**src/design/etx_pkg.sv**
```systemverilog
`default_nettype none

package etx_pkg;

   //##################################################
   // link packet
   //##################################################

   typedef struct packed {
      logic        write;   // 1 = write, 0 = read request
      logic [31:0] addr;
      logic [31:0] data;
   } etx_pkt_t;             // 65 bits

   //##################################################
   // startup sequencer
   //##################################################

   typedef enum logic [2:0] {
      reset_all    = 3'b000,  // everything held
      start_pll    = 3'b001,  // pll running, waiting for lock
      stop_pll     = 3'b010,
      release_chip = 3'b011,  // remote chip out of reset
      hold         = 3'b100,
      active       = 3'b101   // transmit path open
   } etx_state_e;

   // link sequence tag
   localparam int seq_w = 8;

   // defaults for the top level parameters
   localparam int rcw_default          = 4;  // heartbeat counter width
   localparam int fifo_depth_default   = 8;
   localparam int link_credits_default = 4;

endpackage

`default_nettype wire

```
**src/design/etx_credit_tx.sv**
```systemverilog
`timescale 1ns/100ps
`default_nettype none

module etx_credit_tx #(
   parameter int LINK_CREDITS = etx_pkg::link_credits_default,
   parameter int SEQ_W        = etx_pkg::seq_w
) (
   input  wire                    sys_clk,
   input  wire                    sys_nreset,
   input  wire                    tx_nreset,
   input  wire                    tx_active,
   input  wire etx_pkg::etx_pkt_t rd_pkt,
   input  wire                    rd_empty,
   output logic                   rd_pop,
   input  wire                    lnk_credit,
   output logic                   lnk_valid,
   output etx_pkg::etx_pkt_t      lnk_pkt,
   output logic [SEQ_W-1:0]       lnk_seq
);

   localparam int CW = $clog2(LINK_CREDITS + 1);
   localparam logic [CW-1:0] CREDITS_FULL = CW'(LINK_CREDITS);

   logic [CW-1:0]    credit_cnt;
   logic [SEQ_W-1:0] seq_tag;
   logic             send;

   //##################################################
   // send decision
   //##################################################

   // one packet per cycle while credits last
   assign send   = tx_active & tx_nreset & ~rd_empty & (credit_cnt != '0);
   assign rd_pop = send;

   // link credits, spent per packet and returned by the far end
   always_ff @(posedge sys_clk or negedge sys_nreset)
   begin
      if (!sys_nreset)
         credit_cnt <= CREDITS_FULL;
      else if (!tx_nreset)
         credit_cnt <= CREDITS_FULL;
      else
      begin
         case ({send, lnk_credit})
            2'b10:   credit_cnt <= credit_cnt - 1'b1;
            2'b01:   credit_cnt <= credit_cnt + 1'b1;
            default: credit_cnt <= credit_cnt;  // both or neither
         endcase
      end
   end

   // sequence tag lets the far end spot a lost packet
   always_ff @(posedge sys_clk or negedge sys_nreset)
   begin
      if (!sys_nreset)
         seq_tag <= '0;
      else if (!tx_nreset)
         seq_tag <= '0;
      else if (send)
         seq_tag <= seq_tag + 1'b1;
   end

   //##################################################
   // link outputs
   //##################################################

   always_ff @(posedge sys_clk or negedge sys_nreset)
   begin
      if (!sys_nreset)
         lnk_valid <= 1'b0;
      else if (!tx_nreset)
         lnk_valid <= 1'b0;
      else
         lnk_valid <= send;   // one cycle after the pop
   end

   always_ff @(posedge sys_clk)
   begin
      if (send)
      begin
         lnk_pkt <= rd_pkt;
         lnk_seq <= seq_tag;
      end
   end

endmodule

`default_nettype wire

```
**src/design/etx_fifo.sv**
```systemverilog
`timescale 1ns/100ps
`default_nettype none

module etx_fifo #(
   parameter int DEPTH = etx_pkg::fifo_depth_default
) (
   input  wire                    sys_clk,
   input  wire                    sys_nreset,
   input  wire                    tx_nreset,
   input  wire                    wr_en,
   input  wire etx_pkg::etx_pkt_t wr_pkt,
   input  wire                    rd_pop,
   output etx_pkg::etx_pkt_t      rd_pkt,
   output logic                   rd_empty,
   output logic                   slot_freed
);

   localparam int AW   = $clog2(DEPTH);
   localparam int CNTW = $clog2(DEPTH + 1);
   localparam logic [AW-1:0] LAST = AW'(DEPTH - 1);

   etx_pkg::etx_pkt_t mem [DEPTH];
   logic [AW-1:0]     wr_ptr;
   logic [AW-1:0]     rd_ptr;
   logic [CNTW-1:0]   count;       // occupancy
   logic              pop;

   assign pop = rd_pop & ~rd_empty;

   // storage, no full check since the host holds a credit per slot
   always_ff @(posedge sys_clk)
   begin
      if (wr_en)
         mem[wr_ptr] <= wr_pkt;
   end

   always_ff @(posedge sys_clk or negedge sys_nreset)
   begin
      if (!sys_nreset)
      begin
         wr_ptr     <= '0;
         rd_ptr     <= '0;
         count      <= '0;
         slot_freed <= 1'b0;
      end
      else if (!tx_nreset)
      begin
         wr_ptr     <= '0;   // flush while link is down
         rd_ptr     <= '0;
         count      <= '0;
         slot_freed <= 1'b0;
      end
      else
      begin
         if (wr_en)
            wr_ptr <= (wr_ptr == LAST) ? '0 : wr_ptr + 1'b1;
         if (pop)
            rd_ptr <= (rd_ptr == LAST) ? '0 : rd_ptr + 1'b1;
         case ({wr_en, pop})
            2'b10:   count <= count + 1'b1;
            2'b01:   count <= count - 1'b1;
            default: count <= count;
         endcase
         slot_freed <= pop;  // credit back to host
      end
   end

   assign rd_empty = (count == '0);
   assign rd_pkt   = mem[rd_ptr];   // head of queue

endmodule

`default_nettype wire

```
**src/design/etx_reset_seq.sv**
```systemverilog
`timescale 1ns/100ps
`default_nettype none

module etx_reset_seq #(
   parameter int RCW = etx_pkg::rcw_default
) (
   input  wire  sys_clk,
   input  wire  sys_nreset,
   input  wire  soft_reset,
   input  wire  pll_locked,
   output logic pll_reset,
   output logic chip_nreset,
   output logic tx_active,
   output logic tx_nreset
);

   logic [RCW-1:0]      hb_cnt;
   logic                heartbeat;
   logic                lock_meta;
   logic                lock_sync;
   logic [1:0]          nrst_pipe;
   etx_pkg::etx_state_e state;

   //##################################################
   // heartbeat
   //##################################################

   // free-running, wraps every 2**RCW cycles
   always_ff @(posedge sys_clk or negedge sys_nreset)
   begin
      if (!sys_nreset)
         hb_cnt <= '0;
      else
         hb_cnt <= hb_cnt + 1'b1;
   end

   assign heartbeat = &hb_cnt;   // one cycle per wrap

   // pll lock comes from another clock, two flops
   always_ff @(posedge sys_clk or negedge sys_nreset)
   begin
      if (!sys_nreset)
      begin
         lock_meta <= 1'b0;
         lock_sync <= 1'b0;
      end
      else
      begin
         lock_meta <= pll_locked;
         lock_sync <= lock_meta;
      end
   end

   //##################################################
   // startup state machine
   //##################################################

   // at most one step per heartbeat
   always_ff @(posedge sys_clk or negedge sys_nreset)
   begin
      if (!sys_nreset)
         state <= etx_pkg::reset_all;
      else if (heartbeat)
      begin
         case (state)
            etx_pkg::reset_all:
               if (!soft_reset)
                  state <= etx_pkg::start_pll;
            etx_pkg::start_pll:
               if (lock_sync)
                  state <= etx_pkg::stop_pll;
            etx_pkg::stop_pll:
               state <= etx_pkg::release_chip;
            etx_pkg::release_chip:
               state <= etx_pkg::hold;
            etx_pkg::hold:
               if (lock_sync)
                  state <= etx_pkg::active;
            etx_pkg::active:
               if (soft_reset)
                  state <= etx_pkg::reset_all;  // full restart
            default:
               state <= etx_pkg::reset_all;
         endcase
      end
   end

   // output decode
   assign pll_reset   = (state == etx_pkg::reset_all) ||
                        (state == etx_pkg::stop_pll)  ||
                        (state == etx_pkg::release_chip);

   assign chip_nreset = (state == etx_pkg::release_chip) ||
                        (state == etx_pkg::hold)         ||
                        (state == etx_pkg::active);

   assign tx_active   = (state == etx_pkg::active);

   // datapath reset trails tx_active by two cycles
   always_ff @(posedge sys_clk or negedge sys_nreset)
   begin
      if (!sys_nreset)
         nrst_pipe <= 2'b00;
      else
         nrst_pipe <= {nrst_pipe[0], tx_active};
   end

   assign tx_nreset = nrst_pipe[1];

endmodule

`default_nettype wire

```
**src/design/etx_top.sv**
```systemverilog
`timescale 1ns/100ps
`default_nettype none

module etx_top #(
   parameter int RCW          = etx_pkg::rcw_default,
   parameter int FIFO_DEPTH   = etx_pkg::fifo_depth_default,
   parameter int LINK_CREDITS = etx_pkg::link_credits_default
) (
   input  wire                      sys_clk,
   input  wire                      sys_nreset,
   // control
   input  wire                      soft_reset,
   input  wire                      pll_locked,
   output logic                     pll_reset,
   output logic                     chip_nreset,
   output logic                     tx_active,
   // host side
   input  wire                      host_valid,
   input  wire etx_pkg::etx_pkt_t   host_pkt,
   output logic                     host_credit,
   // link side
   output logic                     lnk_valid,
   output etx_pkg::etx_pkt_t        lnk_pkt,
   output logic [etx_pkg::seq_w-1:0] lnk_seq,
   input  wire                      lnk_credit
);

   logic              tx_nreset;   // datapath reset from sequencer
   etx_pkg::etx_pkt_t rd_pkt;
   logic              rd_empty;
   logic              rd_pop;

   etx_reset_seq #(
      .RCW (RCW)
   ) u_reset_seq (
      .sys_clk     (sys_clk),
      .sys_nreset  (sys_nreset),
      .soft_reset  (soft_reset),
      .pll_locked  (pll_locked),
      .pll_reset   (pll_reset),
      .chip_nreset (chip_nreset),
      .tx_active   (tx_active),
      .tx_nreset   (tx_nreset)
   );

   etx_fifo #(
      .DEPTH (FIFO_DEPTH)
   ) u_fifo (
      .sys_clk    (sys_clk),
      .sys_nreset (sys_nreset),
      .tx_nreset  (tx_nreset),
      .wr_en      (host_valid),
      .wr_pkt     (host_pkt),
      .rd_pop     (rd_pop),
      .rd_pkt     (rd_pkt),
      .rd_empty   (rd_empty),
      .slot_freed (host_credit)
   );

   etx_credit_tx #(
      .LINK_CREDITS (LINK_CREDITS),
      .SEQ_W        (etx_pkg::seq_w)
   ) u_credit_tx (
      .sys_clk    (sys_clk),
      .sys_nreset (sys_nreset),
      .tx_nreset  (tx_nreset),
      .tx_active  (tx_active),
      .rd_pkt     (rd_pkt),
      .rd_empty   (rd_empty),
      .rd_pop     (rd_pop),
      .lnk_credit (lnk_credit),
      .lnk_valid  (lnk_valid),
      .lnk_pkt    (lnk_pkt),
      .lnk_seq    (lnk_seq)
   );

endmodule

`default_nettype wire

```
**config.mk**
```make
export PLATFORM = sky130hd
export DESIGN_NAME = etx_top
export DESIGN_NICKNAME = d
export VERILOG_FILES = /design/src/design/etx_pkg.sv /design/src/design/etx_credit_tx.sv /design/src/design/etx_fifo.sv /design/src/design/etx_reset_seq.sv /design/src/design/etx_top.sv
export SDC_FILE = /design/constraint.sdc
export NUM_CORES = 1
export LEC_CHECK = 0
export ABC_AREA = 1
export BUFFER_PORTS_ARGS = -buffer_cell sky130_fd_sc_hd__buf_2
export CAP_MARGIN = 0
export CORE_UTILIZATION = 63
export CTS_BUF_LIST = sky130_fd_sc_hd__clkbuf_8
export DETAILED_ROUTE_END_ITERATION = 8
export GPL_ROUTABILITY_DRIVEN = 0
export HOLD_SLACK_MARGIN = 0.08
export PLACE_DENSITY_LB_ADDON = 0.05
export SYNTH_ARGS = -nofsm -noshare
export SYNTH_HDL_FRONTEND = slang
export SYNTH_SLANG_ARGS = --single-unit
```
**constraint.sdc**
```tcl
create_clock -name sys_clk -period 6.1 [get_ports sys_clk]
set_clock_uncertainty 0.1 [all_clocks]
set_input_delay 0.915 -clock sys_clk [delete_from_list [all_inputs] [get_ports sys_clk]]
set_output_delay 0.915 -clock sys_clk [all_outputs]
set_load 0.02 [all_outputs]
```
# ---- Yosys cells after proc, flatten, opt, wreduce, memory -nomap -nowiden
# Memories as Yosys holds them, arrays and structs flattened. A register that Yosys moved wholly into a read port is not among the register bits.
# Index checks and enable logic that the tools add are counted.
dict set report totals {
  regBits 42
  latch_bits 0
  ram_bits 520
  romBits 0
  inputBits 71
  word_cells 76
  memories 1
}
# name words word_bits rd rd_clocked_by_memory_dff write_ports line
set memory_table {}
lappend memory_table {u_fifo.mem 8 65 1 1 1 etx_fifo.sv:22} ;# etx_pkg::etx_pkt_t mem [DEPTH];
dict set report op_classes {
  addsub 8
  mul 0
  n_div 0
  n_lt_le_gt_ge 0
  n_eq_ne 20
  shifts 0
  n_mux 21
  n_bitwise 5
  reduce_logical 8
}
# cell n
set op_table {}
lappend op_table {{2-to-1 mux 3 bit} 11}
lappend op_table {{one-hot mux 3 bit (6 select lines)} 1}
lappend op_table {{2-to-1 mux 8 bit} 2}
lappend op_table {{equality test 3 bit, second input constant} 4}
lappend op_table {{adder 3 x 1 -> 3 bit, second input constant} 3}
lappend op_table {{adder 4 x 1 -> 4 bit, second input constant} 2}
lappend op_table {{adder 8 x 1 -> 8 bit, second input constant} 1}
lappend op_table {{!= test 2 x 1 -> 1 bit, second input constant} 4}
lappend op_table {{one-hot mux 4 bit (2 select lines)} 1}
lappend op_table {{AND reduction 8 bit} 1}
lappend op_table {{equality test 3 x 2 -> 1 bit, second input constant} 2}
lappend op_table {{!= test 2 bit, second input constant} 3}
lappend op_table {{!= test 3 x 1 -> 1 bit, second input constant} 2}
lappend op_table {{one-hot mux 3 bit (2 select lines)} 1}
lappend op_table {{bitwise AND 1 bit} 4}
lappend op_table {{equality test 2 x 1 -> 1 bit, second input constant} 2}
lappend op_table {{equality test 2 bit, second input constant} 2}
lappend op_table {{zero test 4 bit} 1}
lappend op_table {{logical OR 1 bit} 4}
lappend op_table {{2-to-1 mux 1 bit} 4}
lappend op_table {{2-to-1 mux 4 bit} 1}
lappend op_table {{subtractor 4 x 1 -> 4 bit, second input constant} 1}
lappend op_table {{equality test 3 x 1 -> 1 bit, second input constant} 1}
lappend op_table {{zero test 3 bit} 1}
lappend op_table {{3 further kinds} 3}

# ---- Depth between registers and ports, before layout
# Gate-level depths: netlist of run 1.
dict set report depth {
  word_depth 8
  mapped_depth 14
  mapped_depth_nobuf 14
}

# ---- Modules after synthesis
# A second synthesis of run 1 with hierarchy kept.
dict set report hier_totals {
  cells_unflattened 1786
  area_unflattened_um2 24313.3
}
# module instances cells_per_inst area_each_um2
set by_module_without_submodules {}
lappend by_module_without_submodules {etx_fifo 1 1561 20910.1}
lappend by_module_without_submodules {etx_credit_tx 1 173 2924.1}
lappend by_module_without_submodules {etx_reset_seq 1 52 479.2}

# ---- Worst setup path before layout of run 1
# Ideal clock, no wire load.
dict set report synth_path {
  path_kind {input -> register}
  from {input port host_valid}
  to {memory u_fifo.mem[0][0] (netlist bit) (enable)}
  setup_time_ns 0.488
  arrival_ns 3.845
  path_slack_ns 1.666
  path_stages 4
  cell_sequence {inv_1 -> nor2_1 -> inv_1 -> nor2_1}
}
dict set report synth_via {
  elab_chain_cells 2
}
# element line
set synth_rtl {}
lappend synth_rtl {{start: declaration} etx_top.sv:18} ;# input wire host_valid,
lappend synth_rtl {{2-to-1 mux 1 bit} etx_fifo.sv:33} ;# if (wr_en)
lappend synth_rtl {{2-to-1 mux 1 bit (implied by the code)} etx_fifo.sv:34} ;# mem[wr_ptr] <= wr_pkt;
lappend synth_rtl {{end: declaration} etx_fifo.sv:22}
# Every way passes these cells.

==> results of run 1 <==
[how the worst max path moves through the flow]
stage                     cells past startpoint                          from                                end  slack [ns]
after floorplan                               4                    host_valid         u_fifo.mem[0][0]$_DFFE_PP_        1.67
after global placement                        6                    host_valid        u_fifo.mem[0][21]$_DFFE_PP_        2.75
after detailed placement                      6                    host_valid        u_fifo.mem[0][21]$_DFFE_PP_        2.70
after CTS                                     6  u_fifo.rd_ptr[0]$_DFFE_PN0P_  u_credit_tx.lnk_pkt[43]$_DFFE_PN_        2.77
after global routing                          6  u_fifo.rd_ptr[0]$_DFFE_PN0P_  u_credit_tx.lnk_pkt[60]$_DFFE_PN_        2.45
final                                         6  u_fifo.rd_ptr[0]$_DFFE_PN0P_  u_credit_tx.lnk_pkt[37]$_DFFE_PN_        2.67
[kinds of logic (layout without fill, tap and decap cells)]
kind of cell | after synthesis | after routing | share of synthesized area [%]
other | 0 | 2 | 0
AO/OA/AOI/OAI | 420 | 420 | 9.61
buffers and inverters | 139 | 374 | 2.55
adder cells (fa/ha/maj) | 9 | 9 | 0.503
AND/OR/NAND/NOR | 552 | 552 | 9.04
flip-flops | 627 | 627 | 78.2
XOR/XNOR | 4 | 4 | 0.147
[cells in the mapped netlist, drive strengths merged]
master   count  share of area [%]
inv         36               0.58
xnor2        2              0.073
clkbuf      64                1.0
edfxtp     593                 75
clkinv       2              0.037
o22ai       66                1.7
fa           1              0.084
nor3         3              0.063
nand3       17               0.36
nor2       481                7.7
xor2         2              0.073
o211ai       1              0.031
a31oi       65                1.7
o2111ai      1              0.037
dfrtp       33                3.5
o21ai      276                5.8
o31ai        1              0.031
dfstp        1               0.11
buf         37               0.93
ha           8               0.42
a21oi       10               0.26
nand2       47               0.78
nand4        4               0.17
[placed cells by master (no fill, tap or decap)]
cell,synthesis,layout
sky130_fd_sc_hd__edfxtp_1,593,593
sky130_fd_sc_hd__nor2_1,475,466
sky130_fd_sc_hd__o21ai_0,272,272
sky130_fd_sc_hd__buf_2,22,148
sky130_fd_sc_hd__clkbuf_8,0,99
sky130_fd_sc_hd__o22ai_1,66,66
sky130_fd_sc_hd__a31oi_1,65,65
sky130_fd_sc_hd__inv_1,34,62
sky130_fd_sc_hd__nand2_1,43,43
sky130_fd_sc_hd__dfrtp_1,33,31
sky130_fd_sc_hd__clkinv_1,1,23
sky130_fd_sc_hd__nand3_1,17,17
sky130_fd_sc_hd__buf_4,9,17
sky130_fd_sc_hd__clkinv_2,1,14
sky130_fd_sc_hd__nor2_4,2,11
sky130_fd_sc_hd__a21oi_1,9,9
sky130_fd_sc_hd__ha_1,8,8
sky130_fd_sc_hd__inv_6,0,5
sky130_fd_sc_hd__nand2_2,4,4
sky130_fd_sc_hd__nor2_2,4,4
sky130_fd_sc_hd__nand4_1,3,3
sky130_fd_sc_hd__nor3_1,3,3
sky130_fd_sc_hd__diode_2,0,2
sky130_fd_sc_hd__inv_4,1,2
sky130_fd_sc_hd__o21ai_1,2,2
sky130_fd_sc_hd__xnor2_1,2,2
sky130_fd_sc_hd__xor2_1,2,2
sky130_fd_sc_hd__o21ai_2,2,2
sky130_fd_sc_hd__bufinv_16,0,2
sky130_fd_sc_hd__dfrtp_4,0,2
sky130_fd_sc_hd__nand4_4,1,1
sky130_fd_sc_hd__o211ai_1,1,1
sky130_fd_sc_hd__o2111ai_1,1,1
sky130_fd_sc_hd__a21oi_4,1,1
sky130_fd_sc_hd__inv_2,1,1
sky130_fd_sc_hd__o31ai_1,1,1
sky130_fd_sc_hd__fa_1,1,1
sky130_fd_sc_hd__clkinvlp_4,0,1
sky130_fd_sc_hd__dfstp_2,1,1
[layer usage]
layer  GRT usage (%)  vias to the layer above  wire length, um
li1                -                     6733                -
met1            36.3                     7013            21200
met2            41.4                      508            23400
met3            4.91                       75             3360
met4            9.73                        2             1050
met5               0                        -                8
[power by group through the flow]
stage	clock network, uW	logic (uW)	registers, uW
detailed placement	0	138	4830
finish	3140	137	4740
global placement	0	132	4830
CTS	3210	138	4740
global route	3400	155	4740
floorplan	0	48.6	4830
[area by class of cell]
type,count,share of cell area [%]
flip-flops and latches,627,69.9
multi-input cells,985,17.5
clock buffers,99,5.10
repair buffers,165,3.25
well taps,504,2.36
clock inverters,72,1.36
inverters,38,0.576
diodes,2,0.0187
[flip-flops by register name, summed over array words and instances (netlist names)]
signal	cells
u_fifo.mem	520
u_credit_tx.lnk_pkt	65
u_credit_tx.lnk_seq	8
u_credit_tx.seq_tag	8
u_fifo.count	4
u_reset_seq.hb_cnt	4
u_credit_tx.credit_cnt	3
u_fifo.rd_ptr	3
u_fifo.wr_ptr	3
u_reset_seq.state	3
u_reset_seq.nrst_pipe	2
u_credit_tx.lnk_valid	1
u_fifo.slot_freed	1
u_reset_seq.lock_meta	1
u_reset_seq.lock_sync	1
[metrics by stage]
stage | instance area, um^2 | util (%) | hold slack (ns)
after floorplan | 23900 | - | 0.231
after global placement | 25000 | 67.6 | 0.234
after detailed placement | 25000 | 67.6 | 0.243
after CTS | 26700 | 72.3 | 0.220
after global routing | 26700 | 72.3 | 0.239
final | 26700 | 72.3 | 0.235
[worst max-delay path: cells and delay by family, from the launching register on]
family	cells	cell delay (ns)
simple gates	1	0.07
flops	1	0.88
compound gates	3	0.57
buf+inv	2	1.37
==> load_flow_metrics.sql, run 1 <==
INSERT INTO impl_metrics (metric_group, metric, value, unit) VALUES
('outcome', 'status', 'completed', ''),
('synth', 'synthesis.instances', '1751', ''),
('sta', 'rsz0062_at_grt', 'no', ''),
('grt', 'grt_pass1_wl', '76700', 'um'),
('clocking', 'postCtsResizedCells', '0', ''),
('worst_setup_path', 'cp.required', '6.49', 'ns'),
('floorplanning', 'io-pin-count', '149', ''),
('final_layout', 'final_layout_size_suffix_gt1_share', '15.9', '%'),
('final_layout', 'regArea', '18700', 'um^2'),
('worst_setup_path', 'timing.rr.start', 'u_fifo.rd_ptr[0]$_DFFE_PN0P_', ''),
('power_and_ir_drop', 'power.density_cell_area', '300', 'nW/um^2'),
('sta', 'setup_viol_count_final', '0', ''),
('min_path', 'worst_hold_path_type', 'primary input to asynchronous set/reset pin', ''),
('detailed_routing', 'final_antenna_net_count', '0', ''),
('final_layout', 'design.final.nets', '1994', ''),
('power_and_ir_drop', 'switching_share', '20.6', '%'),
('sta', 'finalCritPeriodShare', '56.2', '%'),
('clocking', 'cts-root-buf', 'sky130_fd_sc_hd__clkbuf_8', ''),
('power_and_ir_drop', 'power_switching', '1650', 'uW'),
('final_layout', 'instances_no_fill', '2492', ''),
('final_layout', 'area_of_the_multi_input_gates', '4670', 'um^2'),
('worst_setup_path', 'crit_chain', 'inv_6 -> buf_4 -> o21ai_0 -> o22ai_1 -> nor2_1 -> a31oi_1', ''),
('worst_setup_path', 'reg2reg_slack', '2.67', 'ns'),
('final_layout', 'final.fill_count', '2499', ''),
('detailed_routing', 'route.vias.total', '14300', ''),
('floorplanning', 'die-height', '197', 'um'),
('detailed_routing', 'drt-vias-per-instance', '5.75', ''),
('floorplanning', 'placementRows', '70', ''),
('clocking', 'clock_latency', '0.65', 'ns'),
('power_and_ir_drop', 'p_comb_share', '1.7', '%'),
('sta', 'drv_slew', '0', ''),
('floorplanning', 'die_width', '197', 'um'),
('worst_setup_path', 'timing.critical_path.slowest_cell_delay', '0.88', 'ns'),
('detailed_routing', 'route.final.wire_length', '49000', 'um'),
('clocking', 'ctsLongestPathBuffers', '3', ''),
('grt', 'grt_util_all_layers', '26.0', '%'),
('worst_setup_path', 'worst-endpoint-arrival', '3.81', 'ns'),
('power_and_ir_drop', 'p_leak', '0.00933', 'uW'),
('sta', 'finalWorstPathRequiredPeriod', '3.43', 'ns'),
('grt', 'gr-total-overflow', '0', ''),
('detailed_routing', 'routed_wire_length_per_instance', '19.7', 'um'),
('final_layout', 'synthToLayoutAreaGrowth', '11.9', '%'),
('synth', 'yosys_warnings', '0', ''),
('synth', 'synth_cell_types', '36', ''),
('clocking', 'tritoncts.num_buffers', '97', ''),
('clocking', 'cts.sinks', '627', ''),
('synth', 'post_synth_instance_area', '23900', 'um^2'),
('synth', 'syn_area_per_cell', '13.6', 'um^2'),
('sta', 'timing.fmax', '0.292', 'GHz'),
('sta', 'max-slew-margin-rel', '22.3', '%'),
('placement', 'port_buffers', '148', ''),
('placement', 'hpwl', '25500', 'um'),
('worst_setup_path', 'crit_fanout', '155', ''),
('worst_setup_path', 'timing.critical_path.slowest_stage_cell', 'sky130_fd_sc_hd__dfrtp_4', ''),
('worst_setup_path', 'critical_path.reg2reg.endpoint', 'u_credit_tx.lnk_pkt[37]$_DFFE_PN_', ''),
('clocking', 'cts_tree', 'yes', ''),
('clocking', 'count_of_hold_fix_buffers_inserted_at_cts', '0', ''),
('clocking', 'ctsHtreeMaxLevel', '3', ''),
('synth', 'synth-seq-cells', '627', ''),
('detailed_routing', 'iteration_0_drc_markers', '1084', ''),
('synth', 'syn_nets', '1831', ''),
('power_and_ir_drop', 'power.clock.fraction', '39.1', '%'),
('synth', 'seq_area_frac_synth', '78.2', '%'),
('power_and_ir_drop', 'max-vdd-ir-drop', '0.184', 'mV'),
('floorplanning', 'dieArea', '38700', 'um^2'),
('grt', 'grt_pass1_vias', '14100', ''),
('power_and_ir_drop', 'power.total', '8020', 'uW'),
('sta', 'timing_worst_slew_pin_value', '1.16', 'ns'),
('clocking', 'clk_transition_reported_paths', '0.07', 'ns'),
('worst_setup_path', 'critical_path.endpoint_type', 'flop', ''),
('worst_setup_path', 'critPathKind', 'flop to flop', '');
Power figures use the tool's default switching activity.
==> inputs of run 2 (changes only) <==
==> constraint.sdc (replaced) <==
create_clock -name sys_clk -period 3.5 [get_ports sys_clk]
set_clock_uncertainty 0.1 [all_clocks]
set_input_delay 0.525 -clock sys_clk [delete_from_list [all_inputs] [get_ports sys_clk]]
set_output_delay 0.525 -clock sys_clk [all_outputs]
set_load 0.02 [all_outputs]
==> load_flow_metrics.sql, run 2 (synthesized netlist as in run 1, its figures left out) <==
INSERT INTO impl_metrics (metric_group, metric, value, unit) VALUES
('grt', 'grt_pass1_vias', '14700', ''),
('placement', 'port_buffers', '148', ''),
('worst_setup_path', 'critPathLaunch', 'u_reset_seq.nrst_pipe[1]$_DFF_PN0_', ''),
('worst_setup_path', 'critical_path.endpoint_type', 'flop', ''),
('worst_setup_path', 'cells_on_worst_reg2reg_path', '9', ''),
('floorplanning', 'starting_density_of_the_core', '64.6', '%'),
('worst_setup_path', 'logic_depth_of_the_worst_setup_path_including_buffers', '9', ''),
('power_and_ir_drop', 'power.density_cell_area', '509', 'nW/um^2'),
('detailed_routing', 'routed_wire_length_per_instance', '19.8', 'um'),
('worst_setup_path', 'reg2reg_slack', '0.97', 'ns'),
('grt', 'gr-total-overflow', '0', ''),
('detailed_routing', 'route.final.wire_length', '51100', 'um'),
('clocking', 'clk_transition_reported_paths', '0.06', 'ns'),
('worst_setup_path', 'critical_path.startpoint_type', 'flop', ''),
('sta', 'finalHoldViolations', '0', ''),
('sta', 'rsz0062_at_grt', 'no', ''),
('final_layout', 'reg_top3', 'u_fifo.mem x520, u_credit_tx.lnk_pkt x65', ''),
('detailed_routing', 'remaining_drc_errors', '0', ''),
('placement', 'post-place-cells', '2335', ''),
('power_and_ir_drop', 'max-vdd-ir-drop', '0.465', 'mV'),
('final_layout', 'instances_no_fill', '2579', ''),
('placement', 'hpwl', '26100', 'um'),
('min_path', 'worst_hold_path_type', 'flop to flop', ''),
('floorplanning', 'placementRows', '70', ''),
('sta', 'setup-tns-final', '0', 'ns'),
('sta', 'timing.fmax', '0.395', 'GHz'),
('min_path', 'timing.hold.worst.start', 'u_reset_seq.lock_meta$_DFF_PN0_', ''),
('clocking', 'ctsHtreeMaxLevel', '3', ''),
('final_layout', 'layout.cells.most_common_list', 'sky130_fd_sc_hd__edfxtp_1, sky130_fd_sc_hd__nor2_1, sky130_fd_sc_hd__o21ai_0', ''),
('grt', 'grt_max_degree', '102', ''),
('clocking', 'cts-root-buf', 'sky130_fd_sc_hd__clkbuf_8', ''),
('clocking', 'ctsLongestPathBuffers', '3', ''),
('clocking', 'cts_tree', 'yes', ''),
('final_layout', 'post-route-util', '75.2', '%'),
('detailed_routing', 'iteration_0_drc_markers', '1240', ''),
('final_layout', 'largest_register_ffs', '520', ''),
('worst_setup_path', 'crit_path_end', 'u_credit_tx.credit_cnt[2]$_DFFE_PN1P_', ''),
('detailed_routing', 'final_antenna_net_count', '0', ''),
('final_layout', 'largest_register', 'u_fifo.mem', ''),
('final_layout', 'most_common_library_cell_in_the_layout_ignoring_fill_and_taps', 'sky130_fd_sc_hd__edfxtp_1', ''),
('detailed_routing', 'drt-vias-per-instance', '5.75', ''),
('sta', 'worst_slack', '0.968', 'ns'),
('worst_setup_path', 'cpMostUsedCell', 'sky130_fd_sc_hd__inv_1', ''),
('final_layout', 'design.final.nets', '2079', ''),
('worst_setup_path', 'cp.required', '3.95', 'ns'),
('floorplanning', 'io-pin-count', '149', ''),
('detailed_routing', 'route.vias.total', '14800', ''),
('clocking', 'tritoncts.num_buffers', '97', ''),
('worst_setup_path', 'critPathKind', 'flop to flop', ''),
('worst_setup_path', 'crit_chain', 'nand4_4 -> nor2_4 -> inv_1 -> nand2_2 -> inv_1 -> fa_1 -> xor2_1 -> nand3_1 -> o2111ai_1', ''),
('run', 'cap_violations', '0', ''),
('sta', 'drv_slew', '0', ''),
('sta', 'timing_worst_slew_pin_value', '1.01', 'ns'),
('outcome', 'status', 'completed', ''),
('grt', 'antenna_violations_before_repair', '1', ''),
('final_layout', 'synthToLayoutAreaGrowth', '16.4', '%'),
('floorplanning', 'die-height', '197', 'um'),
('floorplanning', 'core_region_area', '37000', 'um^2'),
('worst_setup_path', 'combined_buffer_and_inverter_count_along_the_critical_path', '2', ''),
('clocking', 'clock_latency', '0.65', 'ns'),
('final_layout', 'final_layout_size_suffix_gt1_share', '15.7', '%'),
('worst_setup_path', 'crit_fanout', '16', ''),
('clocking', 'cts.sinks', '627', ''),
('worst_setup_path', 'critical_path.top_delay_family', 'simple AND/OR/NAND/NOR gates', ''),
('worst_setup_path', 'timing.rr.start', 'u_reset_seq.nrst_pipe[1]$_DFF_PN0_', ''),
('power_and_ir_drop', 'power.total', '14100', 'uW'),
('floorplanning', 'die_width', '197', 'um'),
('sta', 'finalWorstPathRequiredPeriod', '2.53', 'ns'),
('grt', 'grt_util_all_layers', '27.0', '%'),
('sta', 'finalCritPeriodShare', '72.3', '%'),
('worst_setup_path', 'timing.critical_path.slowest_cell_delay', '0.62', 'ns'),
('sta', 'setup_viol_count_final', '0', ''),
('placement', 'dp_worst_setup_slack', '0.979', 'ns'),
('detailed_routing', 'dr.pass1.iters', '5', ''),
('worst_setup_path', 'timing.critical_path.slowest_stage_cell', 'sky130_fd_sc_hd__dfrtp_1', ''),
('power_and_ir_drop', 'p_leak', '0.00977', 'uW'),
('grt', 'grt_pass1_wl', '79000', 'um'),
('worst_setup_path', 'critical_path.reg2reg.endpoint', 'u_credit_tx.credit_cnt[2]$_DFFE_PN1P_', ''),
('worst_setup_path', 'worst-endpoint-arrival', '2.99', 'ns'),
('sta', 'max-slew-margin-rel', '32.8', '%'),
('floorplanning', 'dieArea', '38700', 'um^2'),
('clocking', 'post-cts-setup-buffers', '0', '');
run 2: worst min-delay path by stage:
stage	slack [ns]	end	depth (start not counted)
global placement	0.24	u_reset_seq.lock_sync$_DFF_PN0_	0
detailed placement	0.24	u_reset_seq.nrst_pipe[1]$_DFF_PN0_	0
CTS	0.26	u_reset_seq.lock_sync$_DFF_PN0_	0
finish	0.25	u_reset_seq.lock_sync$_DFF_PN0_	0
global route	0.26	u_reset_seq.lock_sync$_DFF_PN0_	0
floorplan	0.13	u_credit_tx.credit_cnt[0]$_DFFE_PN0P_	0
run 2: layer usage:
| metal | up-vias | GRT usage, % | wire (um) |
|---|---|---|---|
| li1 | 6914 | - | - |
| met1 | 7280 | 35.9 | 21000 |
| met2 | 552 | 44.6 | 25400 |
| met3 | 96 | 5.48 | 3590 |
| met4 | 0 | 10.2 | 1150 |
| met5 | - | 0 | 0 |
run 2: repair_timing:
action	CTS	global route
hold buffers	69	0
hold endpoints to repair	556	0
resized for setup	0	0
run 2: final cells by class:
class | instances | area [um^2]
multi-input combinational | 985 | 4670
inverter | 38 | 154
antenna | 1 | 2.50
clock inverter | 75 | 410
tap | 504 | 631
clock buffer | 99 | 1360
sequential | 627 | 18700
fill | 2416 | 9180
timing repair buffer | 250 | 1880
run 2: worst reg2reg max path, stage by stage, from the launching register on:
cell	delay (ns)
sky130_fd_sc_hd__dfrtp_1	0.62
sky130_fd_sc_hd__nand4_4	0.21
sky130_fd_sc_hd__nor2_4	0.36
sky130_fd_sc_hd__inv_1	0.18
sky130_fd_sc_hd__nand2_2	0.12
sky130_fd_sc_hd__inv_1	0.05
sky130_fd_sc_hd__fa_1	0.38
sky130_fd_sc_hd__xor2_1	0.21
sky130_fd_sc_hd__nand3_1	0.10
sky130_fd_sc_hd__o2111ai_1	0.11
run 2: stage by stage:
step                      hold slack, ns  cell area [um^2]
final                              0.253             27800
after global routing               0.261             27800
after CTS                          0.257             27800
after detailed placement           0.240             25300
after global placement             0.239             25300
after floorplan                    0.129             23900
run 2: power by group:
group | switching [uW] | internal, uW | total (uW)
clock | 2660 | 2910 | 5570
combinational | 175 | 122 | 297
sequential | 13.3 | 8250 | 8270
